## config.mk

```make
export PLATFORM = sky130hd
export DESIGN_NAME = mram_i2c_slave_top
export DESIGN_NICKNAME = d
export VERILOG_FILES = /design/src/mram_i2c_pkg.sv /design/src/i2c_bus_monitor.sv /design/src/i2c_slave_fsm.sv /design/src/mram_access_ctrl.sv /design/src/mram_i2c_slave_top.sv
export SDC_FILE = /design/constraint.sdc
export NUM_CORES = 1
export LEC_CHECK = 0
export ABC_AREA = 1
export BUFFER_PORTS_ARGS = -buffer_cell sky130_fd_sc_hd__buf_2
export CORE_MARGIN = 5
export CORE_UTILIZATION = 65
export CTS_BUF_LIST = sky130_fd_sc_hd__clkbuf_4 sky130_fd_sc_hd__clkbuf_8
export CTS_CLUSTER_SIZE = 14
export DETAILED_ROUTE_END_ITERATION = 10
export GPL_ROUTABILITY_DRIVEN = 0
export PLACE_DENSITY = 0.87
export SLEW_MARGIN = 20
export SYNTH_ARGS = -nofsm -noshare
export SYNTH_HDL_FRONTEND = slang
export SYNTH_HIERARCHICAL = 1
export SYNTH_SLANG_ARGS = --single-unit
export TNS_END_PERCENT = 30
```

## constraint.sdc

```tcl
create_clock -name FPGA_clk -period 4 [get_ports FPGA_clk]
set_clock_uncertainty 0.15 [all_clocks]
set_input_delay 0.8 -clock FPGA_clk [delete_from_list [all_inputs] [get_ports FPGA_clk]]
set_output_delay 0.8 -clock FPGA_clk [all_outputs]
set_load 0.005 [all_outputs]
```

## src/mram_i2c_pkg.sv

```systemverilog
`default_nettype none

package mram_i2c_pkg;

    ////////////////////
    // Field widths
    ////////////////////

    typedef logic [4:0]  slave_addr_t;
    typedef logic [7:0]  i2c_byte_t;
    typedef logic [2:0]  bit_idx_t;
    typedef logic [19:0] mram_addr_t;
    typedef logic [15:0] mram_data_t;
    typedef logic [3:0]  burst_len_t;

    // Control bits below the 5-bit slave address in the header byte
    localparam int HDR_RW_BIT = 0;  // 0 read, 1 write
    localparam int HDR_LB_BIT = 1;
    localparam int HDR_UB_BIT = 2;

    ////////////////////
    // Encodings
    ////////////////////

    typedef enum logic [3:0] {
        IDLE,
        RX_HEADER,
        ACK_HEADER,
        RX_ADDR,
        ACK_ADDR,
        TX_READ,
        RX_MASTER_ACK,
        RX_DATA,
        ACK_DATA
    } i2c_state_e;

    // Which register a received byte lands in
    typedef enum logic [2:0] {
        FIELD_HEADER,
        FIELD_ADDR_LO,
        FIELD_ADDR_MID,
        FIELD_ADDR_HI_LEN,
        FIELD_DATA_LO,
        FIELD_DATA_HI
    } rx_field_e;

endpackage

`default_nettype wire

```

## src/i2c_bus_monitor.sv

```systemverilog
`timescale 1ns/1ps
`default_nettype none

module i2c_bus_monitor (
    input  logic FPGA_clk,
    input  logic FPGA_rst,
    input  logic scl,
    input  logic sda,
    output logic scl_rise,
    output logic sda_bit,
    output logic start_det,
    output logic stop_det
);

    // Stages 0 and 1 synchronize, stage 2 keeps the previous level
    logic [2:0] scl_sr;
    logic [2:0] sda_sr;
    logic       scl_steady_high;

    // Idle bus is high on both lines
    always_ff @(posedge FPGA_clk) begin
        if (FPGA_rst) begin
            scl_sr <= 3'b111;
            sda_sr <= 3'b111;
        end else begin
            scl_sr <= {scl_sr[1:0], scl};
            sda_sr <= {sda_sr[1:0], sda};
        end
    end

    ////////////////////
    // Edge and condition decode
    ////////////////////

    assign scl_steady_high = (scl_sr == 3'b111);

    assign scl_rise = (scl_sr[2:1] == 2'b01);

    // Same stage as the SCL edge, so a bit is sampled in step with scl_rise
    assign sda_bit = sda_sr[1];

    // SDA falling with SCL high opens a transfer
    assign start_det = scl_steady_high && (sda_sr[2:1] == 2'b10);

    // SDA rising with SCL high closes it
    assign stop_det = scl_steady_high && (sda_sr[2:1] == 2'b01);

endmodule

`default_nettype wire

```

## src/i2c_slave_fsm.sv

```systemverilog
`timescale 1ns/1ps
`default_nettype none

module i2c_slave_fsm #(
    parameter mram_i2c_pkg::slave_addr_t SLAVE_ADDR = '1
) (
    input  logic                    FPGA_clk,
    input  logic                    FPGA_rst,
    input  logic                    scl_rise,
    input  logic                    sda_bit,
    input  logic                    start_det,
    input  logic                    stop_det,
    input  logic                    ser_data_input,
    input  logic                    last_word,
    input  logic                    hdr_read,
    output logic                    sda_pull_low,
    output mram_i2c_pkg::i2c_byte_t rx_byte,
    output mram_i2c_pkg::rx_field_e rx_field,
    output logic                    rx_store,
    output logic                    read_active,
    output logic                    word_done,
    output logic                    xfer_clear,
    output mram_i2c_pkg::bit_idx_t  counter_out,
    output logic                    cycle_out
);

    import mram_i2c_pkg::*;

    i2c_state_e state;
    bit_idx_t   bit_cnt;
    i2c_byte_t  shift_reg;
    i2c_byte_t  rx_next;
    rx_field_e  field_sel;
    logic [1:0] addr_cnt;
    logic       data_cnt;
    logic       ack_drive;
    logic       word_last;
    logic       addr_match;

    // Byte as it stands once the current bit is shifted in, MSB first
    assign rx_next    = {shift_reg[6:0], sda_bit};
    assign addr_match = (rx_next[7:3] == SLAVE_ADDR);

    assign counter_out = bit_cnt;
    assign cycle_out   = data_cnt;

    // Read bits go straight out, otherwise only the acknowledge pulls low
    assign sda_pull_low = (state == TX_READ) ? ~ser_data_input : ack_drive;

    always_comb begin
        case (state)
            RX_HEADER: field_sel = FIELD_HEADER;
            RX_ADDR: begin
                case (addr_cnt)
                    2'd0:    field_sel = FIELD_ADDR_LO;
                    2'd1:    field_sel = FIELD_ADDR_MID;
                    default: field_sel = FIELD_ADDR_HI_LEN;
                endcase
            end
            default: field_sel = data_cnt ? FIELD_DATA_HI : FIELD_DATA_LO;
        endcase
    end

    ////////////////////
    // Byte shifter
    ////////////////////

    always_ff @(posedge FPGA_clk) begin
        if (scl_rise) begin
            shift_reg <= rx_next;
            if (bit_cnt == '0) begin
                rx_byte  <= rx_next;
                rx_field <= field_sel;
            end
        end
    end

    ////////////////////
    // Protocol FSM
    ////////////////////

    always_ff @(posedge FPGA_clk) begin
        if (FPGA_rst) begin
            state       <= IDLE;
            bit_cnt     <= 3'd7;
            addr_cnt    <= 2'd0;
            data_cnt    <= 1'b0;
            ack_drive   <= 1'b0;
            word_last   <= 1'b0;
            read_active <= 1'b0;
            rx_store    <= 1'b0;
            word_done   <= 1'b0;
            xfer_clear  <= 1'b0;
        end else begin
            rx_store   <= 1'b0;
            word_done  <= 1'b0;
            xfer_clear <= 1'b0;

            if (stop_det) begin
                state       <= IDLE;
                ack_drive   <= 1'b0;
                read_active <= 1'b0;
                xfer_clear  <= (state != IDLE);
            end else if (start_det) begin
                // A repeated start abandons whatever was in progress
                state       <= RX_HEADER;
                bit_cnt     <= 3'd7;
                addr_cnt    <= 2'd0;
                data_cnt    <= 1'b0;
                ack_drive   <= 1'b0;
                read_active <= 1'b0;
                xfer_clear  <= (state != IDLE);
            end else if (scl_rise) begin
                case (state)
                    RX_HEADER: begin
                        if (bit_cnt == '0) begin
                            state     <= ACK_HEADER;
                            ack_drive <= addr_match;
                            rx_store  <= addr_match;
                        end else begin
                            bit_cnt <= bit_cnt - 1'b1;
                        end
                    end

                    // ack_drive doubles as the address match flag here
                    ACK_HEADER: begin
                        ack_drive <= 1'b0;
                        bit_cnt   <= 3'd7;
                        if (ack_drive) begin
                            state <= RX_ADDR;
                        end else begin
                            state      <= IDLE;
                            xfer_clear <= 1'b1;
                        end
                    end

                    RX_ADDR: begin
                        if (bit_cnt == '0) begin
                            state     <= ACK_ADDR;
                            ack_drive <= 1'b1;
                            rx_store  <= 1'b1;
                            if (addr_cnt == 2'd2) begin
                                read_active <= hdr_read;
                            end
                        end else begin
                            bit_cnt <= bit_cnt - 1'b1;
                        end
                    end

                    ACK_ADDR: begin
                        ack_drive <= 1'b0;
                        bit_cnt   <= 3'd7;
                        data_cnt  <= 1'b0;
                        if (addr_cnt != 2'd2) begin
                            addr_cnt <= addr_cnt + 2'd1;
                            state    <= RX_ADDR;
                        end else if (hdr_read) begin
                            state <= TX_READ;
                        end else begin
                            state <= RX_DATA;
                        end
                    end

                    TX_READ: begin
                        if (bit_cnt == '0) begin
                            state <= RX_MASTER_ACK;
                        end else begin
                            bit_cnt <= bit_cnt - 1'b1;
                        end
                    end

                    // NACK or end of burst after the upper byte ends the read
                    RX_MASTER_ACK: begin
                        bit_cnt   <= 3'd7;
                        data_cnt  <= ~data_cnt;
                        word_done <= data_cnt;
                        if (sda_bit || (data_cnt && last_word)) begin
                            state       <= IDLE;
                            read_active <= 1'b0;
                            xfer_clear  <= 1'b1;
                        end else begin
                            state <= TX_READ;
                        end
                    end

                    RX_DATA: begin
                        if (bit_cnt == '0) begin
                            state     <= ACK_DATA;
                            ack_drive <= 1'b1;
                            rx_store  <= 1'b1;
                            // Count moves right after the write strobe, so latch it now
                            word_last <= last_word;
                        end else begin
                            bit_cnt <= bit_cnt - 1'b1;
                        end
                    end

                    ACK_DATA: begin
                        ack_drive <= 1'b0;
                        bit_cnt   <= 3'd7;
                        data_cnt  <= ~data_cnt;
                        if (data_cnt && word_last) begin
                            state      <= IDLE;
                            xfer_clear <= 1'b1;
                        end else begin
                            state <= RX_DATA;
                        end
                    end

                    default: state <= IDLE;
                endcase
            end
        end
    end

endmodule

`default_nettype wire

```

## src/mram_access_ctrl.sv

```systemverilog
`timescale 1ns/1ps
`default_nettype none

module mram_access_ctrl (
    input  logic                     FPGA_clk,
    input  logic                     FPGA_rst,
    input  mram_i2c_pkg::i2c_byte_t  rx_byte,
    input  mram_i2c_pkg::rx_field_e  rx_field,
    input  logic                     rx_store,
    input  logic                     read_active,
    input  logic                     word_done,
    input  logic                     xfer_clear,
    output logic                     last_word,
    output logic                     hdr_read,
    output mram_i2c_pkg::mram_addr_t mram_addr,
    output mram_i2c_pkg::mram_data_t write_data,
    output logic                     chip_en,
    output logic                     read_en,
    output logic                     write_en,
    output logic                     lb_en,
    output logic                     ub_en,
    output logic                     pts_en
);

    import mram_i2c_pkg::*;

    logic       hdr_rw;
    logic       hdr_lb;
    logic       hdr_ub;
    mram_addr_t base_addr;
    burst_len_t burst_len;
    burst_len_t burst_cnt;
    burst_len_t last_cnt;
    i2c_byte_t  data_lo;
    logic       wr_strobe;
    logic       mram_active;

    ////////////////////
    // Stored fields
    ////////////////////

    always_ff @(posedge FPGA_clk) begin
        if (FPGA_rst) begin
            hdr_rw    <= 1'b0;
            hdr_lb    <= 1'b0;
            hdr_ub    <= 1'b0;
            base_addr <= '0;
            burst_len <= '0;
            wr_strobe <= 1'b0;
        end else begin
            // One clock wide, right after the upper data byte arrives
            wr_strobe <= rx_store && (rx_field == FIELD_DATA_HI);
            if (rx_store && (rx_field == FIELD_HEADER)) begin
                hdr_rw <= rx_byte[HDR_RW_BIT];
                hdr_lb <= rx_byte[HDR_LB_BIT];
                hdr_ub <= rx_byte[HDR_UB_BIT];
            end
            if (rx_store && (rx_field == FIELD_ADDR_LO)) begin
                base_addr[7:0] <= rx_byte;
            end
            if (rx_store && (rx_field == FIELD_ADDR_MID)) begin
                base_addr[15:8] <= rx_byte;
            end
            if (rx_store && (rx_field == FIELD_ADDR_HI_LEN)) begin
                base_addr[19:16] <= rx_byte[3:0];
                burst_len        <= rx_byte[7:4];
            end
        end
    end

    always_ff @(posedge FPGA_clk) begin
        if (rx_store && (rx_field == FIELD_DATA_LO)) begin
            data_lo <= rx_byte;
        end
        if (rx_store && (rx_field == FIELD_DATA_HI)) begin
            write_data <= {rx_byte, data_lo};
        end
    end

    ////////////////////
    // Burst counting
    ////////////////////

    always_ff @(posedge FPGA_clk) begin
        if (FPGA_rst || xfer_clear) begin
            burst_cnt <= '0;
        end else if (wr_strobe || word_done) begin
            burst_cnt <= burst_cnt + 4'd1;
        end
    end

    // Length 0 and 1 both mean a single word
    assign last_cnt  = (burst_len > 4'd1) ? burst_len - 4'd1 : 4'd0;
    assign last_word = (burst_cnt == last_cnt);
    assign hdr_read  = ~hdr_rw;
    assign mram_addr = base_addr + mram_addr_t'(burst_cnt);

    // MRAM enables, all active low except pts_en
    assign mram_active = wr_strobe | read_active;
    assign chip_en     = ~mram_active;
    assign read_en     = ~read_active;
    assign write_en    = ~wr_strobe;
    assign lb_en       = ~(mram_active & hdr_lb);
    assign ub_en       = ~(mram_active & hdr_ub);
    assign pts_en      = read_active;

endmodule

`default_nettype wire

```

## src/mram_i2c_slave_top.sv

```systemverilog
`timescale 1ns/1ps
`default_nettype none

module mram_i2c_slave_top #(
    parameter mram_i2c_pkg::slave_addr_t SLAVE_ADDR = '1
) (
    input  logic                     FPGA_clk,
    input  logic                     FPGA_rst,
    input  logic                     scl,
    input  logic                     sda,
    input  logic                     ser_data_input,
    output logic                     sda_pull_low,
    output mram_i2c_pkg::mram_addr_t mram_addr,
    output mram_i2c_pkg::mram_data_t write_data,
    output logic                     chip_en,
    output logic                     read_en,
    output logic                     write_en,
    output logic                     lb_en,
    output logic                     ub_en,
    output logic                     pts_en,
    output logic                     cycle_out,
    output mram_i2c_pkg::bit_idx_t   counter_out
);

    import mram_i2c_pkg::*;

    // Bus monitor to FSM
    logic scl_rise;
    logic sda_bit;
    logic start_det;
    logic stop_det;

    // FSM and access controller
    i2c_byte_t rx_byte;
    rx_field_e rx_field;
    logic      rx_store;
    logic      read_active;
    logic      word_done;
    logic      xfer_clear;
    logic      last_word;
    logic      hdr_read;

    i2c_bus_monitor u_bus_monitor (
        .FPGA_clk  (FPGA_clk),
        .FPGA_rst  (FPGA_rst),
        .scl       (scl),
        .sda       (sda),
        .scl_rise  (scl_rise),
        .sda_bit   (sda_bit),
        .start_det (start_det),
        .stop_det  (stop_det)
    );

    i2c_slave_fsm #(
        .SLAVE_ADDR (SLAVE_ADDR)
    ) u_slave_fsm (
        .FPGA_clk       (FPGA_clk),
        .FPGA_rst       (FPGA_rst),
        .scl_rise       (scl_rise),
        .sda_bit        (sda_bit),
        .start_det      (start_det),
        .stop_det       (stop_det),
        .ser_data_input (ser_data_input),
        .last_word      (last_word),
        .hdr_read       (hdr_read),
        .sda_pull_low   (sda_pull_low),
        .rx_byte        (rx_byte),
        .rx_field       (rx_field),
        .rx_store       (rx_store),
        .read_active    (read_active),
        .word_done      (word_done),
        .xfer_clear     (xfer_clear),
        .counter_out    (counter_out),
        .cycle_out      (cycle_out)
    );

    mram_access_ctrl u_access_ctrl (
        .FPGA_clk    (FPGA_clk),
        .FPGA_rst    (FPGA_rst),
        .rx_byte     (rx_byte),
        .rx_field    (rx_field),
        .rx_store    (rx_store),
        .read_active (read_active),
        .word_done   (word_done),
        .xfer_clear  (xfer_clear),
        .last_word   (last_word),
        .hdr_read    (hdr_read),
        .mram_addr   (mram_addr),
        .write_data  (write_data),
        .chip_en     (chip_en),
        .read_en     (read_en),
        .write_en    (write_en),
        .lb_en       (lb_en),
        .ub_en       (ub_en),
        .pts_en      (pts_en)
    );

endmodule

`default_nettype wire

```

==> qor.yml <==
largest_registers: "u_access_ctrl/base_addr x20, u_access_ctrl/write_data x16"
fill_cells: 520
largest_reg_flops: 20
cpPeakStageDelay_ns: 0.46
cts.clk_slew.worst_paths_ns: 0.10
antenna_found_initial: 0
crit_top_cell: "nand2_1"
rrSetupSlack_ns: 1.63
cts_root_buffer: "clkbuf_8"
pwr-share-clk_pct: 36.5
worst_slew_pin_slew_ns: 1.03
criticalPathCategory: "reg -> out"
grt_overflow_total: 0
hold_class: "reg -> reg"
synth_seq_area_share_pct: 50.6
p_sw_mw: 0.414
power_leakage_nw: 2.26
grt_pass1_vias: 3598
diodes: 0
fp.dieArea_um2: 8910
mappedNetlistArea_um2: 4630
power_density_nw_per_um2: 327
avgRoutedWirePerCell_um: 13.8
coreArea_um2: 6870
clk_latency_ns: 0.37
portBuffers: 51
final_common_cell: "nand2_1"
track_usage_pct: 23.5
irDropWorstVdd_mv: 0.261
dieHeight_um: 94.4
dr_total_vias: 3933
p_sw_share_pct: 24.3
syn_inst: 563
tns_ns: 0
grt_max_degree: 28
period_needed_ns: 3.07
drtIter0Drc: 220
setup.worst_path.start_class: "flip-flop"
min_from: "u_access_ctrl/data_lo[4]"
critical_path.endpoint_type: "output pin"
hpwlAfterDp_um: 7440
cpMaxStageDelayCell: "fa_1"
critical_path_required_ns: 3.05
ctsHoldBuffers: 0
finalPower_mw: 1.70
wl_um: 9920
cts_tree: "built"
synth_cell_types: 33
combPwrFrac_pct: 3.1
drive_above_1_share_pct: 17.8
r2r-start: "u_bus_monitor/scl_sr[1]"
fmax_mhz: 326
postSynthAreaPerCell_um2: 8.22
yosys_warnings: 6
fp.dieW_um: 94.4
cts_setup_buffers: 0
p_int_mw: 1.29
setup_violations: 0
maxSlewHeadroom_pct: 31.2
crit_arrival_ns: 2.12
ant_nets: 0
ys_ff_latch: 96
seq_power_share_pct: 60.4
critPathLaunch: "u_access_ctrl/burst_cnt[0]"
numCtsBuffers: 9
maxCapViolCount: 0
period_share_pct: 76.7
crit_chain: "ha_1 > fa_1 > a21oi_2 > nor2_4 > nand2_1 > nand2_1 > nand2_1 > buf_2"
initial_utilization_pct: 67.4
clock_sinks: 96
drc: 0
hold_violations: 0
path_max_fanout: 5
num_io_pins: 52
synth_nets: 581
final_cell_mix: "nand2_1, inv_1, nor2_1"
rsz0062_at_grt: "false"
status: "finished clean"
h-tree-depth: 3
largest_register: "u_access_ctrl/base_addr"
slew_violations: 0
cts_resized: 0
area_growth_pct: 12.2
std_cell_rows: 30
grt_pass1_wl_um: 16400
final_nets: 637
clk_path_buf_depth: 2
dr.pass1.iters: 4
viasPerCell: 5.46
[critical path, delay by kind of cell (launching register included)]
kind            cells  cell delay [ns]
buf+inv             1             0.10
compound gates      1             0.34
flops               1             0.37
fa+ha+maj           2             0.70
simple gates        4             0.25
[path summary, 6_finish.rpt]
path / endpoint / depth (start not counted)
min: u_access_ctrl/write_data[4] / 0
max reg2reg: u_slave_fsm/word_last / 8
max: mram_addr[14] / 8
min reg2reg: u_access_ctrl/write_data[4] / 0
[per-layer routing]
metal	wire, um	share of wire [%]	GRT usage, %
met4	333	3.4	11.0
met2	4780	48	39.8
met3	651	6.6	5.66
met1	4160	42	28.2
met5	0	0	0
[final cells by class]
cell class                 count  area (um^2)  share of cell area (%)
clock buffer                   9          124                    2.38
clock inverter                 7         81.3                    1.57
inverter                      73          274                    5.27
multi-input combinational    388         2000                    38.5
sequential                    96         2340                    45.1
tap                           96          120                    2.31
timing repair buffer          51          255                    4.91
[cell usage after synthesis]
cell	instances	area share, %
nand4_1	9	1.2
a21oi_1	28	3.0
nand3_2	3	0.65
nor2_1	63	5.1
a211oi_2	1	0.27
o21ai_0	40	4.3
clkinv_1	1	0.081
clkbuf_1	2	0.16
nor3_2	2	0.43
fa_1	1	0.43
nand2_1	133	11
xor2_1	8	1.5
nand2_2	9	1.2
buf_4	1	0.16
nor3b_1	1	0.16
buf_2	3	0.32
nor3_1	9	0.97
nor4_1	1	0.14
or2_2	1	0.14
edfxtp_1	42	27
nand3_1	38	4.1
o211ai_1	1	0.16
or2_1	4	0.54
inv_1	64	5.2
a21oi_2	3	0.57
dfxtp_1	54	23
ha_1	12	3.2
nor2_2	8	1.1
xnor2_1	2	0.38
nor2_4	7	1.7
inv_2	8	0.65
nand3b_1	3	0.49
o21bai_1	1	0.16
[through the flow]
step                cell area [um^2]  hold slack [ns]  utilization (%)  worst slack [ns]  cells
global route                    5190            0.288             75.6             0.793    720
finish                          5190            0.273             75.6             0.930    720
floorplan                       4630            0.235                -              1.59    563
detailed placement              4980            0.255             72.5              1.34    704
global placement                4980            0.247             72.5              1.39    704
CTS                             5180            0.269             75.5             0.920    720
[cell families after synthesis]
family | count (synthesis) | share of synthesized area [%]
adders and majority gates | 13 | 3.68
AOI/OAI and AO/OA | 74 | 8.52
and+or+nand+nor | 291 | 28.7
DFF | 96 | 50.6
buffers and inverters | 79 | 6.57
xor gates and xnor gates | 10 | 1.89
[power groups by stage]
stage | sequential [mW] | combinational [mW] | clock, mW
after floorplan | 1.05 | 0.0384 | 0
after global placement | 1.05 | 0.0496 | 0
after detailed placement | 1.05 | 0.0518 | 0
after CTS | 1.03 | 0.0521 | 0.636
after global routing | 1.03 | 0.0597 | 0.687
final | 1.03 | 0.0528 | 0.621
No activity file was read; power rests on OpenSTA's default activity.
